==> src/hdl/mrd_macros.svh <==
// Shared widths and sizes for the mixed-radix transform processor
// Sample widths, RAM address width, packet size limits, sink timeout

`ifndef MRD_MACROS_SVH
`define MRD_MACROS_SVH

// Input sample width, real and imag each
`define MRD_IN_W 16

// Internal and output sample width
// 8 guard bits cover growth of 64x over three passes
`define MRD_DATA_W 24

// RAM addressing, one complex word per point
`define MRD_ADDR_W 6
`define MRD_MAX_PTS 64

// Up to three radix-2/4 factors per packet
`define MRD_MAX_PASS 3

// Idle cycles during sink before the packet is dropped
`define MRD_SINK_TIMEOUT 32

`endif

==> src/hdl/mrd_pkg.sv <==
// Package for the mixed-radix transform processor
// Controller state enum and radix opcode enum

`default_nettype none

package mrd_pkg;

	// ------------------------------------------------------------
	// Controller states
	// ------------------------------------------------------------
	typedef enum logic [2:0] {
		ST_IDLE    = 3'd0,
		ST_SINK    = 3'd1,
		ST_PASS    = 3'd2,
		ST_WAIT_WR = 3'd3,
		ST_SOURCE  = 3'd4
	} mrd_state_e;

	// Radix of one pass, matches one bit of cfg_radix
	typedef enum logic {
		RDX2 = 1'b0,
		RDX4 = 1'b1
	} mrd_radix_e;

endpackage

`default_nettype wire

==> src/hdl/mrd_rdx24_core.sv <==
// Streaming radix-2/radix-4 DFT kernel
// Double-buffered group collector, one output per cycle
// Output m of a group leaves r+1 cycles after input m

`timescale 1ns/1ps
`default_nettype none

`include "mrd_macros.svh"

module mrd_rdx24_core import mrd_pkg::*; (
	input  wire                               clk,
	input  wire                               rst_n,
	input  mrd_radix_e                        radix,
	input  wire                               in_valid,
	input  wire  signed [`MRD_DATA_W-1:0]     in_real,
	input  wire  signed [`MRD_DATA_W-1:0]     in_imag,
	output logic                              out_valid,
	output logic signed [`MRD_DATA_W-1:0]     out_real,
	output logic signed [`MRD_DATA_W-1:0]     out_imag
);

	// Two banks of four complex samples
	logic signed [`MRD_DATA_W-1:0] bank_re [0:1][0:3];
	logic signed [`MRD_DATA_W-1:0] bank_im [0:1][0:3];
	logic       fill_sel;
	logic [1:0] fcnt;
	logic [1:0] ecnt;
	logic       e_act;
	logic [1:0] r_last;
	logic       grp_done;
	// Radix-4 partial sums
	logic signed [`MRD_DATA_W-1:0] a_re, a_im, b_re, b_im;
	logic signed [`MRD_DATA_W-1:0] c_re, c_im, d_re, d_im;
	logic signed [`MRD_DATA_W-1:0] y_re, y_im;

	assign r_last   = (radix == RDX4) ? 2'd3 : 2'd1;
	assign grp_done = in_valid && (fcnt == r_last);

	// ------------------------------------------------------------
	// Collector
	// ------------------------------------------------------------
	always_ff @(posedge clk) begin
		if (in_valid) begin
			bank_re[fill_sel][fcnt] <= in_real;
			bank_im[fill_sel][fcnt] <= in_imag;
		end
	end

	// ------------------------------------------------------------
	// Kernel on the emit bank
	// ------------------------------------------------------------
	always_comb begin
		a_re = bank_re[~fill_sel][0] + bank_re[~fill_sel][2];
		a_im = bank_im[~fill_sel][0] + bank_im[~fill_sel][2];
		b_re = bank_re[~fill_sel][0] - bank_re[~fill_sel][2];
		b_im = bank_im[~fill_sel][0] - bank_im[~fill_sel][2];
		c_re = bank_re[~fill_sel][1] + bank_re[~fill_sel][3];
		c_im = bank_im[~fill_sel][1] + bank_im[~fill_sel][3];
		d_re = bank_re[~fill_sel][1] - bank_re[~fill_sel][3];
		d_im = bank_im[~fill_sel][1] - bank_im[~fill_sel][3];
		if (radix == RDX2) begin
			// Plain butterfly on slots 0 and 1
			y_re = ecnt[0] ? bank_re[~fill_sel][0] - bank_re[~fill_sel][1]
				: bank_re[~fill_sel][0] + bank_re[~fill_sel][1];
			y_im = ecnt[0] ? bank_im[~fill_sel][0] - bank_im[~fill_sel][1]
				: bank_im[~fill_sel][0] + bank_im[~fill_sel][1];
		end else begin
			// Times -j is swap then negate imag
			case (ecnt)
				2'd0: begin
					y_re = a_re + c_re;
					y_im = a_im + c_im;
				end
				2'd1: begin
					y_re = b_re + d_im;
					y_im = b_im - d_re;
				end
				2'd2: begin
					y_re = a_re - c_re;
					y_im = a_im - c_im;
				end
				default: begin
					y_re = b_re - d_im;
					y_im = b_im + d_re;
				end
			endcase
		end
	end

	// Output samples carry no reset
	always_ff @(posedge clk) begin
		out_real <= y_re;
		out_imag <= y_im;
	end

	// ------------------------------------------------------------
	// Control
	// ------------------------------------------------------------
	always_ff @(posedge clk) begin
		if (!rst_n) begin
			fcnt      <= '0;
			fill_sel  <= 1'b0;
			e_act     <= 1'b0;
			ecnt      <= '0;
			out_valid <= 1'b0;
		end else begin
			if (grp_done) begin
				fcnt     <= '0;
				fill_sel <= ~fill_sel;
			end else if (in_valid) begin
				fcnt <= fcnt + 1'b1;
			end
			// New group restarts emission, previous one just ended
			if (grp_done) begin
				e_act <= 1'b1;
				ecnt  <= '0;
			end else if (e_act) begin
				if (ecnt == r_last)
					e_act <= 1'b0;
				ecnt <= ecnt + 1'b1;
			end
			out_valid <= e_act;
		end
	end

endmodule

`default_nettype wire

==> config.mk <==
export PLATFORM = sky130hd
export DESIGN_NAME = mrd_rdx24_core
export DESIGN_NICKNAME = d
export VERILOG_FILES = /design/src/hdl/mrd_pkg.sv /design/src/hdl/mrd_rdx24_core.sv
export VERILOG_INCLUDE_DIRS = /design/src /design/src/hdl
export SDC_FILE = /design/constraint.sdc
export NUM_CORES = 1
export LEC_CHECK = 0
export ABC_AREA = 1
export BUFFER_PORTS_ARGS = -buffer_cell sky130_fd_sc_hd__buf_2
export CORE_UTILIZATION = 45
export DETAILED_ROUTE_END_ITERATION = 8
export GPL_TIMING_DRIVEN = 1
export HOLD_SLACK_MARGIN = 0.15
export PLACE_DENSITY = 0.7
export SKIP_CTS_REPAIR_TIMING = 1
export SYNTH_ARGS = -nofsm -noshare
export SYNTH_HDL_FRONTEND = slang
export SYNTH_SLANG_ARGS = --single-unit
==> constraint.sdc <==
create_clock -name clk -period 11.05 [get_ports clk]
set_input_delay 2.21 -clock clk [delete_from_list [all_inputs] [get_ports clk]]
set_output_delay 2.21 -clock clk [all_outputs]
set_load 0.02 [all_outputs]
# Word-level counts from Yosys, hierarchy flattened
# Memories as Yosys holds them, arrays and structs flattened.
# Index checks and enable logic that the tools add are counted.
# Widths: inputs -> output; s select.
dict set report op_classes {
  add_sub_neg 22
  n_eq_ne 4
  reduce_logical 4
  order_cmp 2
  mux 14
  n_bitwise 3
}
# op n
set ops {}
lappend ops {{$add 24x24->24} 10}
lappend ops {{$sub 24x24->24} 10}
lappend ops {{$pmux 24 s3} 2}
lappend ops {{$mux 24} 5}
lappend ops {{$mux 96} 1}
lappend ops {{$demux 24 s2} 1}
lappend ops {{$add 2x1->2 const B} 2}
lappend ops {{$eq 2x2->1} 2}
lappend ops {{$mux 1} 4}
lappend ops {{$ge 3x3->1 const B} 1}
lappend ops {{$lt 3x1->1 const B} 1}
lappend ops {{$not 2->3} 1}
lappend ops {{$eq 2x1->1 const B} 1}
lappend ops {{$eq 2x2->1 const B} 1}
lappend ops {{$logic_and 1x1->1} 2}
lappend ops {{$logic_not 2->1} 1}
lappend ops {{$mux 2} 1}
lappend ops {{$not 1->1} 2}
lappend ops {{$reduce_or 2->1} 1}
dict set report totals {
  output_inout_bits 49
  reg_bits 55
  mem_bits_rw 384
  word_cells 58
  mem_count 2
  inputBits 52
}
# memory depth width rd rd_ports_with_merged_regs write_ports line_no
set memory_table {}
lappend memory_table {bank_im 2 96 1 0 1 mrd_rdx24_core.sv:24} ;# logic signed [`MRD_DATA_W-1:0] bank_im [0:1][0:3];
lappend memory_table {bank_re 2 96 1 0 1 mrd_rdx24_core.sv:23} ;# logic signed [`MRD_DATA_W-1:0] bank_re [0:1][0:3];

# Logic depth before layout (Yosys ltp)
dict set report depth {
  ltp_word 6
  ltp_mapped 42
  mapped_depth_nobuf 35
}

# Worst setup path before layout
# Ideal clock, no wire load.
dict set report synth_path {
  path_type {input-to-reg}
  from {input port in_valid}
  to {memory bank_im[0][0] (netlist bit) (enable)}
  required_time_ps 10537
  setup_time_ps 513
  n_path_buf 0
  setup_slack_ps 4800
  t_arrival_ps 5737
  path_stages 2
  path_cell_list {clkinv_1 -> nor3_1}
}
dict set report synth_via {
  elab_chain_cells 2
}
# item line_no
set synth_rtl {}
lappend synth_rtl {{start, declared} mrd_rdx24_core.sv:14} ;# input wire in_valid,
lappend synth_rtl {{$mux 1} mrd_rdx24_core.sv:43} ;# if (in_valid) begin
lappend synth_rtl {{$mux 96 (implied by the code)} mrd_rdx24_core.sv:45} ;# bank_im[fill_sel][fcnt] <= in_imag;
lappend synth_rtl {{end, declared} mrd_rdx24_core.sv:24}
# Every way passes these cells.

# Worst setup path after layout
dict set report layout_path {
  from {register fill_sel}
  to {register out_imag[21]}
}
dict set report layout_via {
  elab_chain_cells 6
  word_cells_on_any_way 16
  cone_classes {10 x add/sub; 3 x mux; 1 x bitwise; 2 x memory}
}
# item line_no
set layout_rtl {}
lappend layout_rtl {{start, declared} mrd_rdx24_core.sv:25} ;# logic fill_sel;
lappend layout_rtl {{start signal, assigned} mrd_rdx24_core.sv:109} ;# fill_sel <= ~fill_sel;
lappend layout_rtl {{$not 1->1 (*)} -}
lappend layout_rtl {{$mem_v2 2x96, on equally long branches} -}
lappend layout_rtl {{$sub 24x24->24, or another cell as far along} mrd_rdx24_core.sv:56} ;# b_im = bank_im[~fill_sel][0] - bank_im[~fill_sel][2];
lappend layout_rtl {{$add 24x24->24, or another cell as far along} mrd_rdx24_core.sv:84} ;# y_im = b_im + d_re;
lappend layout_rtl {{$pmux 24 s3} mrd_rdx24_core.sv:69} ;# case (ecnt)
lappend layout_rtl {{$mux 24 (*)} mrd_rdx24_core.sv:61} ;# if (radix == RDX2) begin
lappend layout_rtl {{via y_im[21]} mrd_rdx24_core.sv:34} ;# logic signed [`MRD_DATA_W-1:0] y_re, y_im;
lappend layout_rtl {{end signal, assigned} mrd_rdx24_core.sv:93} ;# out_imag <= y_im;
lappend layout_rtl {{end, declared} mrd_rdx24_core.sv:19} ;# output logic signed [`MRD_DATA_W-1:0] out_imag
# Mark *: on every way through the listed nets, which the timed path passes. The rest lies on a longest branch.
# A chain may end at the register's enable or synchronous reset.

==> flow_summary.yaml <==
critical_path:
  worst_setup_path_start_kind: "register"
  cpPeakStageDelay_ns: 0.62
  crit_family: "simple AND/OR/NAND/NOR gates"
  path_common_cell: "nand2_1"
  cp_num_buf_inv: 5
  critPathSlowestCell: "buf_4"
  crit_required_ns: 11.55
  reg2regPathDepth: 29
  r2r_slack_ns: 4.10
  arrival_ns: 7.45
  cp_max_fo: 62
  path_depth: 29
  setup.worst_path.end_class: "register"
  path_class: "register to register"
timing:
  finalHoldViolations: 0
  period_share_pct: 62.9
  fmax_ghz: 0.144
  finalMaxSlewViolations: 0
  rsz0062_at_grt: "false"
  relSlewSlack_pct: 16.3
  setup_violations: 0
  tns_ns: 0
  tightest_slew_ns: 1.24
  fin_skew_ns: 0.0537
  period_needed_ns: 6.95
die:
  die_w_um: 288
  initial_core_util_pct: 45.6
  ios: 101
  core_area_sq_um: 80700
  chipHeight_um: 288
  fp-row-count: 104
  fp.dieArea_sq_um: 82900
clock_tree:
  clkTransAtPathRegs_ns: 0.06
  numCtsBuffers: 48
  root_buffer: "clkbuf_16"
  cts_max_level: 2
  cts_num_sinks: 439
  insertion_delay_ns: 0.64
  clk_path_buf_depth: 3
  tritoncts: "yes"
synthesis:
  ys.flop_type: "edfxtp_1"
  synth-edff-count: 384
  syn_area_sq_um: 36800
  synth_area_leaders: "edfxtp_1 (31%), nand2_1 (13%), ha_1 (12%)"
  synth_seq_area_share_pct: 34.3
  ys_ff_latch: 439
  syn_inst: 4885
  syn_nets: 5295
  postSynth.asyncResetShare_pct: 0
  yosysWarnings: 0
  yosysTopAreaCell: "edfxtp_1"
  synth.distinct_cells: 62
  netlist.area_leader.share_pct: 31.3
  avgSynthCellArea_sq_um: 7.53
global_route:
  grt_antenna_before_repair: 2
  grt_max_degree: 63
  grt_pass1_wl_um: 191000
  track_usage_pct: 30.8
  grt_overflow_total: 0
  grt_pass1_vias: 30494
routing:
  wl_met1_um: 61800
  initialDrtViolationCount: 4599
  wl_um: 131000
  route.detailed.drc: 6
  wl_met2_um: 52600
  first_pass_iters: 9
  wire_per_inst_um: 21.7
  top_layer: "met4"
  wl_met3_um: 14100
  postRouteAntennaNets: 0
  vias_per_cell: 5.66
  vias: 34065
outcome:
  violations: "design-rule violations"
  outcome: "complete, but fails checks"
hold_path:
  min_path_cells: 2
  hold_path.class: "register to register"
power_and_ir_drop:
  p_leak_nw: 18.5
  power_density_nw_per_um2: 151
  ir_worst_vdd_uv: 138
layout:
  utilization_pct: 49.4
  drive_above_1_share_pct: 8.10
  fin_area_sq_um: 39900
  final_cell_mix: "nand2_1 (1,234), inv_1 (602), a21oi_1 (413), edfxtp_1 (384), nor2_1 (360)"
  final_nets: 5331
  final_common_cell: "nand2_1"
  syn_to_final_growth_pct: 8.40
placement:
  gp_congestion: 1.06
  hpwl_um: 106000
  dpl-instance-area_sq_um: 38200
  portBuffers: 100
run:
  maxCapViolations: 0
[worst reg2reg max path, delay by kind of cell (launching register included)]
kind | cells | cell delay [ns]
XOR/XNOR | 1 | 0.50
flip-flops | 1 | 0.59
AND/OR/NAND/NOR | 14 | 1.92
adder cells (fa/ha/maj) | 2 | 0.74
AO/OA/AOI/OAI | 7 | 1.23
buffers and inverters | 5 | 1.84
[flip-flops by register name, indices dropped and copies added (netlist names)]
signal,count
fill_sel,1
fcnt,2
e_act,1
out_valid,1
ecnt,2
bank_im,192
out_imag,24
bank_re,192
out_real,24
[area by class of cell]
type,count,area (sq um)
fillers,7914,40800
multi-input cells,3683,21200
flip-flops and latches,439,12600
inverters,620,2330
clock buffers,65,1370
well taps,1060,1330
repair buffers,129,718
clock inverters,24,273
diodes,1,2.50
[worst paths after layout]
path	startpoint	endpoint
worst min register to register	e_act	out_valid
worst min-delay path	e_act	out_valid
worst max register to register	fill_sel	out_imag[21]
worst max-delay path	fill_sel	out_imag[21]
[where the power goes]
| group | leakage, nW | switching [mW] | internal (mW) | total [mW] |
|---|---|---|---|---|
| logic | 13.8 | 1.66 | 0.737 | 2.40 |
| clock network | 0.791 | 0.712 | 0.949 | 1.66 |
| registers | 3.95 | 0.0431 | 1.91 | 1.95 |
[per-layer routing]
metal / vias up / track usage [%]
li1: 16224 / -
met1: 16137 / 48.8
met4: 0 / 5.78
met5: - / 0
met2: 1567 / 43.8
met3: 137 / 4.67
[metrics by stage]
| stage | hold WS [ns] | total power, mW | worst slack (ns) | cells |
|---|---|---|---|---|
| after floorplan | 0.450 | 3.55 | 4.80 | 4885 |
| after global placement | 0.494 | 4.29 | 4.23 | 5931 |
| after detailed placement | 0.504 | 4.30 | 4.22 | 5931 |
| after CTS | 0.520 | 5.96 | 4.21 | 6020 |
| after global routing | 0.545 | 6.31 | 3.61 | 6021 |
| final | 0.525 | 6.01 | 4.10 | 6021 |
[synth_stat cells (6+ instances only)]
library cell / n
nand3_1: 242
a31oi_1: 26
o221ai_1: 7
fa_1: 14
dfxtp_1: 55
o211ai_1: 14
o21a_1: 8
buf_1: 8
buf_2: 41
inv_1: 602
o21bai_1: 22
edfxtp_1: 384
inv_2: 15
nand2_1: 1234
o31ai_1: 18
nand4_1: 56
nand2_2: 11
nor4_1: 19
buf_4: 11
ha_1: 344
nor3_2: 8
nor2_2: 8
nor3_1: 43
a21boi_1: 6
mux2i_1: 12
o21ai_0: 307
xnor2_1: 73
o21ai_1: 18
or2_2: 114
clkbuf_1: 79
a21o_1: 20
nor2_1: 361
or2_1: 10
a21oi_1: 413
o21ai_2: 10
xor2_1: 213
[logic make-up after synthesis]
group,after synthesis,share of synthesized area (%)
compound gates,895,13.3
xor+xnor,288,6.91
fa+ha+maj,358,12.5
buf+inv,763,8.08
flops,439,34.3
mux,12,0.326
simple gates,2130,24.6
(Power assumes the default switching activity.)
