## config.mk

```make
export PLATFORM = sky130hd
export DESIGN_NAME = mrd_mem_ctrl
export DESIGN_NICKNAME = d
export VERILOG_FILES = /design/src/hdl/mrd_pkg.sv /design/src/hdl/mrd_ram.sv /design/src/hdl/mrd_io_addr.sv /design/src/hdl/mrd_pass_addr.sv /design/src/hdl/mrd_mem_ctrl.sv
export VERILOG_INCLUDE_DIRS = /design/src /design/src/hdl
export SDC_FILE = /design/constraint.sdc
export NUM_CORES = 2
export LEC_CHECK = 0
export BUFFER_PORTS_ARGS = -buffer_cell sky130_fd_sc_hd__buf_2
export CORE_MARGIN = 2
export CORE_UTILIZATION = 62
export CTS_BUF_LIST = sky130_fd_sc_hd__clkbuf_4
export DETAILED_ROUTE_END_ITERATION = 6
export MAX_ROUTING_LAYER = met4
export PLACE_DENSITY = 0.86
export SYNTH_ARGS = -nofsm -noshare
export SYNTH_HDL_FRONTEND = slang
export SYNTH_SLANG_ARGS = --single-unit
```

## constraint.sdc

```tcl
create_clock -name clk -period 10.3 [get_ports clk]
set_clock_uncertainty 0.05 [all_clocks]
set_input_delay 3.09 -clock clk [delete_from_list [all_inputs] [get_ports clk]]
set_output_delay 3.09 -clock clk [all_outputs]
set_load 0.005 [all_outputs]
```

## src/hdl/mrd_macros.svh

```systemverilog
// Shared widths and sizes for the mixed-radix transform processor
// Sample widths, RAM address width, packet size limits, sink timeout

`ifndef MRD_MACROS_SVH
`define MRD_MACROS_SVH

// Input sample width, real and imag each
`define MRD_IN_W 16

// Internal and output sample width
// 8 guard bits cover growth of 64x over three passes
`define MRD_DATA_W 24

// RAM addressing, one complex word per point
`define MRD_ADDR_W 6
`define MRD_MAX_PTS 64

// Up to three radix-2/4 factors per packet
`define MRD_MAX_PASS 3

// Idle cycles during sink before the packet is dropped
`define MRD_SINK_TIMEOUT 32

`endif

```

## src/hdl/mrd_pkg.sv

```systemverilog
// Package for the mixed-radix transform processor
// Controller state enum and radix opcode enum

`default_nettype none

package mrd_pkg;

	// ------------------------------------------------------------
	// Controller states
	// ------------------------------------------------------------
	typedef enum logic [2:0] {
		ST_IDLE    = 3'd0,
		ST_SINK    = 3'd1,
		ST_PASS    = 3'd2,
		ST_WAIT_WR = 3'd3,
		ST_SOURCE  = 3'd4
	} mrd_state_e;

	// Radix of one pass, matches one bit of cfg_radix
	typedef enum logic {
		RDX2 = 1'b0,
		RDX4 = 1'b1
	} mrd_radix_e;

endpackage

`default_nettype wire

```

## src/hdl/mrd_ram.sv

```systemverilog
// Simple dual-port packet RAM, single clock
// Write-first on address collision, registered read data

`timescale 1ns/1ps
`default_nettype none

`include "mrd_macros.svh"

module mrd_ram (
	input  wire                          clk,
	input  wire                          wr_en,
	input  wire  [`MRD_ADDR_W-1:0]       wr_addr,
	input  wire  [2*`MRD_DATA_W-1:0]     wr_data,
	input  wire                          rd_en,
	input  wire  [`MRD_ADDR_W-1:0]       rd_addr,
	output logic [2*`MRD_DATA_W-1:0]     rd_data
);

	// One complex word per point, {real, imag}
	logic [2*`MRD_DATA_W-1:0] mem [0:`MRD_MAX_PTS-1];

	always_ff @(posedge clk) begin
		if (wr_en)
			mem[wr_addr] <= wr_data;
		// Same-cycle write to the read address is bypassed
		if (rd_en)
			rd_data <= (wr_en && wr_addr == rd_addr) ? wr_data : mem[rd_addr];
	end

endmodule

`default_nettype wire

```

## src/hdl/mrd_io_addr.sv

```systemverilog
// Sink and source address generator
// Sink write addresses, idle timeout abort
// Source read addresses, output valid/sop/eop framing

`timescale 1ns/1ps
`default_nettype none

`include "mrd_macros.svh"

module mrd_io_addr import mrd_pkg::*; (
	input  wire                        clk,
	input  wire                        rst_n,
	input  mrd_state_e                 state,
	input  wire                        in_valid,
	input  wire  [`MRD_ADDR_W:0]       num_pts,
	output logic                       sink_wr_en,
	output logic [`MRD_ADDR_W-1:0]     sink_wr_addr,
	output logic                       sink_done,
	output logic                       sink_abort,
	output logic                       src_rd_en,
	output logic [`MRD_ADDR_W-1:0]     src_rd_addr,
	output logic                       src_done,
	output logic                       out_valid,
	output logic                       out_sop,
	output logic                       out_eop
);

	// Shared point counter, samples in sink, reads in source
	logic [`MRD_ADDR_W:0] cnt;
	// Cycles since the last valid sample
	logic [5:0]           idle_cnt;

	// ------------------------------------------------------------
	// Sink side
	// ------------------------------------------------------------
	assign sink_wr_en   = (state == ST_SINK) && in_valid;
	assign sink_wr_addr = cnt[`MRD_ADDR_W-1:0];
	assign sink_done    = sink_wr_en && (cnt == num_pts - 1'b1);
	assign sink_abort   = (state == ST_SINK) && !in_valid &&
		(idle_cnt == 6'(`MRD_SINK_TIMEOUT - 1));

	// ------------------------------------------------------------
	// Source side
	// ------------------------------------------------------------
	// Stop reading once all N points are issued
	assign src_rd_en   = (state == ST_SOURCE) && (cnt < num_pts);
	assign src_rd_addr = cnt[`MRD_ADDR_W-1:0];
	// Leave source right after the last sample
	assign src_done    = out_eop;

	always_ff @(posedge clk) begin
		if (!rst_n) begin
			cnt       <= '0;
			idle_cnt  <= '0;
			out_valid <= 1'b0;
			out_sop   <= 1'b0;
			out_eop   <= 1'b0;
		end else begin
			if (sink_wr_en || src_rd_en)
				cnt <= cnt + 1'b1;
			else if (state != ST_SINK && state != ST_SOURCE)
				cnt <= '0;
			// Idle counter only runs during sink
			if (state != ST_SINK || in_valid)
				idle_cnt <= '0;
			else
				idle_cnt <= idle_cnt + 1'b1;
			// Framing lines up with RAM read latency
			out_valid <= src_rd_en;
			out_sop   <= src_rd_en && (cnt == '0);
			out_eop   <= src_rd_en && (cnt == num_pts - 1'b1);
		end
	end

endmodule

`default_nettype wire

```

## src/hdl/mrd_pass_addr.sv

```systemverilog
// In-place pass address generator
// Group read addresses in digit order for one radix pass
// Delay line for write addresses, read and write done flags

`timescale 1ns/1ps
`default_nettype none

`include "mrd_macros.svh"

module mrd_pass_addr import mrd_pkg::*; (
	input  wire                        clk,
	input  wire                        rst_n,
	input  mrd_state_e                 state,
	input  wire  [`MRD_ADDR_W:0]       num_pts,
	input  wire  [`MRD_ADDR_W-1:0]     stride,
	input  mrd_radix_e                 radix,
	output logic                       rd_en,
	output logic [`MRD_ADDR_W-1:0]     rd_addr,
	output logic                       rd_done,
	output logic                       wr_en,
	output logic [`MRD_ADDR_W-1:0]     wr_addr,
	output logic                       wr_done
);

	logic [`MRD_ADDR_W:0]   rd_cnt;
	logic [`MRD_ADDR_W:0]   wr_cnt;
	// Counter split, digit fastest, then inner, then outer
	logic [1:0]             digit;
	logic [`MRD_ADDR_W-1:0] rest;
	logic [`MRD_ADDR_W-1:0] inner;
	logic [`MRD_ADDR_W-1:0] outer_s;
	// Read-to-write delay line, six stages covers radix 4
	logic [5:0]                        en_sh;
	logic [5:0][`MRD_ADDR_W-1:0]       addr_sh;
	logic [2:0]                        tap;

	// ------------------------------------------------------------
	// Read address
	// ------------------------------------------------------------
	assign rd_en   = (state == ST_PASS);
	assign rd_done = rd_en && (rd_cnt == num_pts - 1'b1);

	always_comb begin
		if (radix == RDX4) begin
			digit = rd_cnt[1:0];
			rest  = rd_cnt[`MRD_ADDR_W-1:0] >> 2;
		end else begin
			digit = {1'b0, rd_cnt[0]};
			rest  = rd_cnt[`MRD_ADDR_W-1:0] >> 1;
		end
		// Stride is a power of two, so masks split inner and outer
		inner   = rest & (stride - 1'b1);
		outer_s = rest & ~(stride - 1'b1);
		// outer*stride*r + digit*stride + inner
		if (radix == RDX4)
			rd_addr = (outer_s << 2) + digit * stride + inner;
		else
			rd_addr = (outer_s << 1) + digit * stride + inner;
	end

	// ------------------------------------------------------------
	// Write address, read delayed by r+2 cycles
	// ------------------------------------------------------------
	// RAM latency 1 plus core latency r+1
	assign tap     = (radix == RDX4) ? 3'd5 : 3'd3;
	assign wr_en   = en_sh[tap];
	assign wr_addr = addr_sh[tap];
	assign wr_done = wr_en && (wr_cnt == num_pts - 1'b1);

	always_ff @(posedge clk) begin
		addr_sh <= {addr_sh[4:0], rd_addr};
	end

	always_ff @(posedge clk) begin
		if (!rst_n) begin
			rd_cnt <= '0;
			wr_cnt <= '0;
			en_sh  <= '0;
		end else begin
			if (rd_en)
				rd_cnt <= rd_cnt + 1'b1;
			else
				rd_cnt <= '0;
			// Flush stale stages so a radix change cannot tap them
			if (wr_done) begin
				wr_cnt <= '0;
				en_sh  <= '0;
			end else begin
				if (wr_en)
					wr_cnt <= wr_cnt + 1'b1;
				en_sh <= {en_sh[4:0], rd_en};
			end
		end
	end

endmodule

`default_nettype wire

```

## src/hdl/mrd_mem_ctrl.sv

```systemverilog
// Packet memory controller
// Controller FSM, configuration capture, N and stride per pass
// Packet RAM with port switching between sink/source and pass addresses

`timescale 1ns/1ps
`default_nettype none

`include "mrd_macros.svh"

module mrd_mem_ctrl import mrd_pkg::*; (
	input  wire                          clk,
	input  wire                          rst_n,
	input  wire                          in_sop,
	input  wire                          in_valid,
	input  wire  [`MRD_IN_W-1:0]         in_real,
	input  wire  [`MRD_IN_W-1:0]         in_imag,
	input  wire  [1:0]                   cfg_num_pass,
	input  wire  [2:0]                   cfg_radix,
	output logic                         sink_ready,
	output mrd_state_e                   state,
	output logic                         core_in_valid,
	output logic [`MRD_DATA_W-1:0]       core_in_real,
	output logic [`MRD_DATA_W-1:0]       core_in_imag,
	output mrd_radix_e                   core_radix,
	input  wire                          core_out_valid,
	input  wire  [`MRD_DATA_W-1:0]       core_out_real,
	input  wire  [`MRD_DATA_W-1:0]       core_out_imag,
	output logic                         out_valid,
	output logic                         out_sop,
	output logic                         out_eop,
	output logic [`MRD_DATA_W-1:0]       out_real,
	output logic [`MRD_DATA_W-1:0]       out_imag
);

	logic accept;
	logic [1:0] num_pass_q;
	logic [2:0] radix_q;
	logic [1:0] pass_q;
	logic [`MRD_ADDR_W:0]   num_pts;
	logic [`MRD_ADDR_W-1:0] stride;
	// Input stage, sop sample lands in the first sink cycle
	logic                   in_valid_r;
	logic [`MRD_IN_W-1:0]   in_real_r, in_imag_r;
	// Address generator outputs
	logic sink_wr_en, sink_done, sink_abort, src_rd_en, src_done;
	logic [`MRD_ADDR_W-1:0] sink_wr_addr, src_rd_addr;
	logic pa_rd_en, pa_rd_done, pa_wr_en, pa_wr_done;
	logic [`MRD_ADDR_W-1:0] pa_rd_addr, pa_wr_addr;
	// RAM ports
	logic ram_wr_en, ram_rd_en;
	logic [`MRD_ADDR_W-1:0]   ram_wr_addr, ram_rd_addr;
	logic [2*`MRD_DATA_W-1:0] ram_wr_data, ram_rd_data;

	// log2 of the product of the first cnt radices
	function automatic logic [2:0] lg_sum(input logic [2:0] rdx, input logic [1:0] cnt);
		logic [2:0] acc;
		acc = 3'd0;
		for (int k = 0; k < `MRD_MAX_PASS; k++) begin
			if (k < cnt)
				acc = acc + (rdx[k] ? 3'd2 : 3'd1);
		end
		return acc;
	endfunction

	assign sink_ready = (state == ST_IDLE);
	assign accept     = sink_ready && in_sop && in_valid;
	assign num_pts    = {{`MRD_ADDR_W{1'b0}}, 1'b1} << lg_sum(radix_q, num_pass_q);
	assign stride     = {{(`MRD_ADDR_W-1){1'b0}}, 1'b1} << lg_sum(radix_q, pass_q);
	assign core_radix = radix_q[pass_q] ? RDX4 : RDX2;

	// ------------------------------------------------------------
	// FSM and configuration
	// ------------------------------------------------------------
	always_ff @(posedge clk) begin
		if (!rst_n) begin
			state      <= ST_IDLE;
			num_pass_q <= 2'd1;
			radix_q    <= '0;
			pass_q     <= '0;
			in_valid_r <= 1'b0;
		end else begin
			in_valid_r <= in_valid;
			if (accept) begin
				num_pass_q <= cfg_num_pass;
				radix_q    <= cfg_radix;
				pass_q     <= '0;
			end
			case (state)
				ST_IDLE:
					if (accept)
						state <= ST_SINK;
				ST_SINK:
					if (sink_done)
						state <= ST_PASS;
					else if (sink_abort)
						state <= ST_IDLE;
				ST_PASS:
					if (pa_rd_done)
						state <= ST_WAIT_WR;
				ST_WAIT_WR:
					if (pa_wr_done) begin
						pass_q <= pass_q + 1'b1;
						state  <= (pass_q == num_pass_q - 1'b1) ? ST_SOURCE : ST_PASS;
					end
				ST_SOURCE:
					if (src_done)
						state <= ST_IDLE;
				default:
					state <= ST_IDLE;
			endcase
		end
	end

	always_ff @(posedge clk) begin
		in_real_r <= in_real;
		in_imag_r <= in_imag;
	end

	// Pass read data reaches the core one cycle after the read
	always_ff @(posedge clk) begin
		if (!rst_n)
			core_in_valid <= 1'b0;
		else
			core_in_valid <= pa_rd_en;
	end

	// ------------------------------------------------------------
	// RAM port switches
	// ------------------------------------------------------------
	always_comb begin
		if (state == ST_SINK) begin
			ram_wr_en   = sink_wr_en;
			ram_wr_addr = sink_wr_addr;
			ram_wr_data = {{(`MRD_DATA_W-`MRD_IN_W){in_real_r[`MRD_IN_W-1]}}, in_real_r,
				{(`MRD_DATA_W-`MRD_IN_W){in_imag_r[`MRD_IN_W-1]}}, in_imag_r};
		end else begin
			ram_wr_en   = pa_wr_en && core_out_valid;
			ram_wr_addr = pa_wr_addr;
			ram_wr_data = {core_out_real, core_out_imag};
		end
		ram_rd_en   = (state == ST_SOURCE) ? src_rd_en : pa_rd_en;
		ram_rd_addr = (state == ST_SOURCE) ? src_rd_addr : pa_rd_addr;
	end

	assign core_in_real = ram_rd_data[2*`MRD_DATA_W-1:`MRD_DATA_W];
	assign core_in_imag = ram_rd_data[`MRD_DATA_W-1:0];
	assign out_real     = ram_rd_data[2*`MRD_DATA_W-1:`MRD_DATA_W];
	assign out_imag     = ram_rd_data[`MRD_DATA_W-1:0];

	// ------------------------------------------------------------
	// Instances
	// ------------------------------------------------------------
	mrd_io_addr io_addr0 (
		.clk(clk), .rst_n(rst_n), .state(state), .in_valid(in_valid_r),
		.num_pts(num_pts), .sink_wr_en(sink_wr_en), .sink_wr_addr(sink_wr_addr),
		.sink_done(sink_done), .sink_abort(sink_abort), .src_rd_en(src_rd_en),
		.src_rd_addr(src_rd_addr), .src_done(src_done), .out_valid(out_valid),
		.out_sop(out_sop), .out_eop(out_eop)
	);

	mrd_pass_addr pass_addr0 (
		.clk(clk), .rst_n(rst_n), .state(state), .num_pts(num_pts),
		.stride(stride), .radix(core_radix), .rd_en(pa_rd_en),
		.rd_addr(pa_rd_addr), .rd_done(pa_rd_done), .wr_en(pa_wr_en),
		.wr_addr(pa_wr_addr), .wr_done(pa_wr_done)
	);

	mrd_ram ram0 (
		.clk(clk), .wr_en(ram_wr_en), .wr_addr(ram_wr_addr), .wr_data(ram_wr_data),
		.rd_en(ram_rd_en), .rd_addr(ram_rd_addr), .rd_data(ram_rd_data)
	);

endmodule

`default_nettype wire

```

# == Word level (Yosys, flattened, before mapping) ==
# Memories as Yosys holds them, arrays and structs flattened. A register that Yosys moved wholly into a read port is not among the register bits.
# Cells that the tools add are included.
# word_totals
regBits,116
ram_bits,3072
input_bits,90
out_inout_bits,105
word_cells,134
mem_count,1
# mem_list
name,words,width,rd,rd_ports_with_merged_regs,wr,line_no,rtl
ram0.mem,64,48,1,1,1,mrd_ram.sv:20,logic [2*`MRD_DATA_W-1:0] mem [0:`MRD_MAX_PTS-1];
# op_classes
n_addsub,16
mul,1
order_cmp,9
n_eq_ne,16
shifts,2
mux,40
n_bitwise,4
reduce_logical,23
# ops
op,n
2-to-1 mux 48 bit,1
2-to-1 mux 3 bit,12
adder 6 bit,4
2-to-1 mux 6 bit,4
adder 7 x 1 -> 7 bit (second input constant),3
== test 7 bit,3
binary-select mux 6 bit (select 3 bit),1
2-to-1 mux 2 bit,9
one-hot mux 3 bit (5 select lines),1
2-to-1 mux 7 bit,2
logical AND 1 bit,13
less-than comparator 1 x 2 -> 1 bit (first input constant),4
zero test 7 bit,1
less-than comparator 7 bit,1
2-to-1 mux 1 bit,7
<< shifter 1 x 3 -> 7 bit (first input constant),1
subtractor 7 x 1 -> 7 bit (second input constant),1
adder 3 x 2 -> 3 bit,2
adder 3 bit,2
adder 6 x 1 -> 6 bit (second input constant),1
bitwise AND 5 x 6 -> 6 bit,1
== test 3 x 2 -> 1 bit (second input constant),2
== test 6 x 5 -> 1 bit (second input constant),1
multiplier 2 x 6 -> 6 bit,1
other kinds (27),33

# == Depth between registers and ports, before layout ==
# depth
ltp_word,14
ltp_mapped,38
depth_no_buf,32

# == Modules after synthesis ==
# From an unflattened synthesis, not the netlist that was laid out.
# hier_totals
hier_cells,6873
area_unflattened_um2,127204.5
# modules_own_cells
module,n_inst,cells_each,area_per_inst_um2,seq_area_each_um2
mrd_ram,1,6158,120319.1,93689.9
mrd_mem_ctrl,1,300,2849.0,880.8
mrd_pass_addr,1,266,2777.7,1121.1
mrd_io_addr,1,149,1258.7,320.3

# == Least setup slack after synthesis ==
# Ideal clock, no wire load.
# synth_path
path_type,register -> register
from,register pass_q[1]
to,register ram0.rd_data[21] (read register of ram0.mem) (data pin)
setup_ps,259
t_arrival_ps,7529
required_ps,9991
slack_ps,2462
path_stages_with_launch,36
n_path_buf,5
synth_period_minus_slack_ps,7838
cell_sequence,dfxtp_1 buf_6 inv_1 ha_1 nor2_1 ha_1 inv_1 fa_1 nor2b_1 nor2_1 fa_1 and2b_1 xor2_1 clkbuf_1 nand2_1 nor2_1 inv_1 ha_1 clkbuf_1 xnor2_1 or2_2 fa_1 inv_1 fa_1 a211o_1 and3_1 or4b_1 o221ai_1 o22ai_1 and4_4 nor3_4 xnor2_1 buf_2 buf_2 nor3b_1 a211o_1
# synth_via
elab_chain_len,14
elab_cells_between_ends,25
cone_classes,7 x add/sub; 1 x mul; 3 x order compare; 1 x shift; 10 x mux; 3 x bitwise
# synth_lines
item,line_no,rtl
"start, declared",mrd_mem_ctrl.sv:38,logic [1:0] pass_q;
"start signal, assigned",mrd_mem_ctrl.sv:102,pass_q <= pass_q + 1'b1;
branches (longest 12 deep; another with multiplier 2 x 6 -> 6 bit),n/a,
2-to-1 mux 6 bit *,mrd_pass_addr.sv:55,if (radix == RDX4)
2-to-1 mux 6 bit *,mrd_mem_ctrl.sv:142,ram_rd_addr = (state == ST_SOURCE) ? src_rd_addr : pa_rd_addr;
"end, declared",mrd_ram.sv:16,output logic [2*`MRD_DATA_W-1:0] rd_data
# Mark *: on every way between the ends. The select of a mux whose other input is x is not followed.
# A chain may end at the register's enable or synchronous reset.

# == Worst setup path after layout ==
# layout_path
from,register pass_q[0]
to,register ram0.rd_data[20] (read register of ram0.mem) (data pin)
# Same word-level chain as after synthesis.

==> metrics.md <==
| Metric | Value |
|---|---|
| Status | `finished, violations left` |
| Failing checks | `DRC` |
| CTS tree | `built` |
| Clock Pin Slew Worst Setup and Hold Paths | `0.06 ns` |
| Fin. Hold Viols | `0` |
| Async SR Flop Fraction | `0%` |
| Min-Delay Path Depth | `0` |
| Post-synth EDFFs | `3120` |
| Cells after Synth | `8956` |
| Clock root buffer | `clkbuf_4` |
| Worst Min Path Start | `pass_addr0.addr_sh[28]` |
| Final setup vio count | `0` |
| Synth top area cells | `edfxtp_1 (73%), nand2_1 (5.9%), mux2i_1 (3.4%)` |
| ANT nets after route | `0` |
| RSZ-0062 raised after global routing | `no` |
| Total track usage | `37.2%` |
| Slew @ Worst Pin | `1.41 ns` |
| Htree depth | `6` |
| Crit path capture type | `register` |
| Synthesis-stage register bit count | `3236` |
| Initial Util | `62.4%` |
| Number of global-route vias before repair | `88763` |
| Layout Nets | `9652` |
| Synth top area share | `72.5%` |
| Drt wl/cell | `30.3 µm` |
| Initial DRC count | `18294` |
| Yosys synthesis warning count | `0` |
| IO Pins | `195` |
| Worst Path Max Fanout | `21` |
| Crit-path slowest cell | `o21bai_2` |
| Post-cts gate resize count | `0` |
| WHS Endpoint | `pass_addr0.addr_sh[34]` |
| Worst EP arrival | `10.93 ns` |
| Worst reg2reg path startpoint | `pass_q[0]` |
| Fin. max-slew vios | `0` |
| Drt first pass iters | `7` |
| Most common cell after layout, fill and taps aside | `edfxtp_1` |
| Largest net degree at the start of global routing | `176` |
| Initial antenna violation count | `11` |
| Via count | `90006` |
| # Post-CTS Setup Buffers | `0` |
| Hold buffers post-CTS | `0` |
| Die Wd | `460 µm` |
| Share of cells above drive strength 1 | `17.7%` |
| CP max stage delay | `0.88 ns` |
| Syn_area_per_cell | `14.4 µm²` |
| Routability Congestion | `0.928` |
| Post-DR vias/cell | `7.00` |
| Synth area leader | `edfxtp_1` |
| FILL cells | `11976` |
| Overflow after GRT | `0` |
| Worst Setup Start Kind | `register` |
| Flop-to-flop setup slack | `0.52 ns` |
| Fin crit share | `94.9%` |
| Clk buf depth | `4` |
| FF-to-FF End | `ram0.rd_data[20]` |
| # DRC | `37` |
| Count of clock tree sinks | `3236` |
| Fmax | `102 MHz` |
| Most frequent cells in the layout | `edfxtp_1 (3120), nand2_1 (2022), clkbuf_4 (1102), nand3_1 (475), mux2i_1 (436)` |
| Row cnt | `167` |
| WS Path Type | `register to register` |
| Maxcap violations | `0` |
| Area growth, synth to finish | `10.8%` |
| PortBufs | `194` |
| Dominant synthesized flop cell | `edfxtp_1` |
| Post-DP HPWL | `202000 µm` |
| Slew HR | `3.19%` |
| Core Footprint | `0.207 mm²` |
| Peak supply drop | `0.130 mV` |
| Drt total wl | `390000 µm` |
| Inserted Clock Buffers | `751` |
| R2R cell count | `33` |
| Global-route wire length before repair | `559000 µm` |
| Post-Place Setup Slack | `0.728 ns` |
| Final min period | `9.78 ns` |
| HP Class | `register to register` |
| Leakage Power | `50.4 nW` |
| Critical path required time | `11.45 ns` |
| Setup ws final | `0.524 ns` |
| Area occupied by registers | `0.0960 mm²` |
| Post-Syn Area | `0.129 mm²` |
| Sequential share of the synthesized area | `74.3%` |
| Skew-Pair Late Insertion Delay | `1.58 ns` |
| DIE AREA | `0.212 mm²` |
| Final setup TNS | `0 ns` |
| Distinct cells, synth | `97` |
| Final core area utilization | `69.1%` |
| Area of the multi-input gates | `0.0306 mm²` |
| P per Cell Area | `182 mW/mm²` |
| Die Ht | `460 µm` |
layer usage:
layer | part of all wire (%) | track usage (%) | routed length, µm | vias to the layer above
met4 | 8.1 | 25.0 | 31700 | 0
met2 | 44 | 54.3 | 173000 | 9772
met3 | 17 | 12.4 | 67900 | 2304
met5 | 0 | - | 0 | -
met1 | 30 | 44.2 | 118000 | 41987
li1 | - | - | - | 35943
critical path, delay by kind of cell (launching register included):
kind / cells / cell delay [ns]
DFF: 1 / 0.67
AOI/OAI and AO/OA: 4 / 2.13
and+or+nand+nor: 11 / 2.22
buffers and inverters: 7 / 0.93
adders and majority gates: 8 / 2.96
xor gates and xnor gates: 3 / 0.55
synthesized netlist by cell type (24+ instances only):
master,n
inv_1,119
nor3_1,51
a22oi_1,66
ha_1,36
nand4_1,208
xnor2_1,24
o2111ai_1,37
a31o_2,32
buf_1,40
nor2b_1,76
nor2_1,147
buf_4,82
buf_2,169
or3_1,42
a221oi_1,97
a31oi_1,109
a21o_1,26
a32o_1,52
nand2_1,2027
a32oi_1,360
a211oi_1,30
nor4_1,39
o21ai_0,52
and3_1,59
dfxtp_1,116
a311oi_1,31
nand3_1,475
mux2i_1,437
xor2_1,25
edfxtp_1,3120
a21oi_1,106
clkbuf_1,315
logic make-up (layout without fill, tap and decap cells):
family / Yosys count / count (layout) / share of synthesized area (%)
AOI/OAI and AO/OA: 1208 / 1208 / 7.62
xor gates and xnor gates: 51 / 51 / 0.362
adders and majority gates: 50 / 50 / 0.566
buffers and inverters: 736 / 1840 / 2.59
DFF: 3236 / 3236 / 74.3
muxes: 442 / 442 / 3.43
other: 1 / 18 / 0.00290
and+or+nand+nor: 3232 / 3232 / 11.1
where the power goes:
part           leakage, nW  internal, W  switching [W]  total [W]
combinational         15.7     0.000219       0.000864    0.00108
sequential            29.0       0.0147      0.0000123     0.0147
clock                 5.65      0.00528        0.00503     0.0103
area by class of cell:
type | count | area share, %
timing repair buffer | 416 | 2.12
multi-input combinational | 4985 | 21.4
sequential | 3236 | 67.1
inverter | 122 | 0.320
clock buffer | 1102 | 5.78
tap | 2788 | 2.44
antenna | 16 | 0.0280
clock inverter | 200 | 0.831
how the worst max path moves through the flow:
stage	depth (start not counted)	endpoint	from	slack, ns
detailed placement	34	ram0.rd_data[0]	pass_q[0]	0.73
global placement	34	ram0.rd_data[37]	pass_q[0]	0.71
finish	33	ram0.rd_data[20]	pass_q[0]	0.52
floorplan	35	ram0.rd_data[21]	pass_q[1]	2.46
CTS	34	ram0.rd_data[8]	pass_q[0]	0.66
global route	33	ram0.rd_data[20]	pass_q[0]	0.05
per-stage QoR:
step           instances  power, W  hold WS [ns]  instance area, µm²
2_1_floorplan       8957    0.0155         0.260              129000
3_3_place_gp       11547    0.0159         0.262              134000
3_5_place_dp       11547    0.0160         0.262              134000
4_1_cts            12849    0.0260         0.238              143000
5_1_grt            12863    0.0267         0.239              143000
6_report           12865    0.0261         0.257              143000
state kept, by name, summed over array words and instances, names as in the netlist, 7 cells and up:
| register | count |
|---|---|
| in_imag_r | 16 |
| in_real_r | 16 |
| io_addr0.cnt | 7 |
| pass_addr0.addr_sh | 36 |
| pass_addr0.rd_cnt | 7 |
| pass_addr0.wr_cnt | 7 |
| ram0.mem | 3072 |
| ram0.rd_data | 48 |
(Power assumes the default switching activity.)
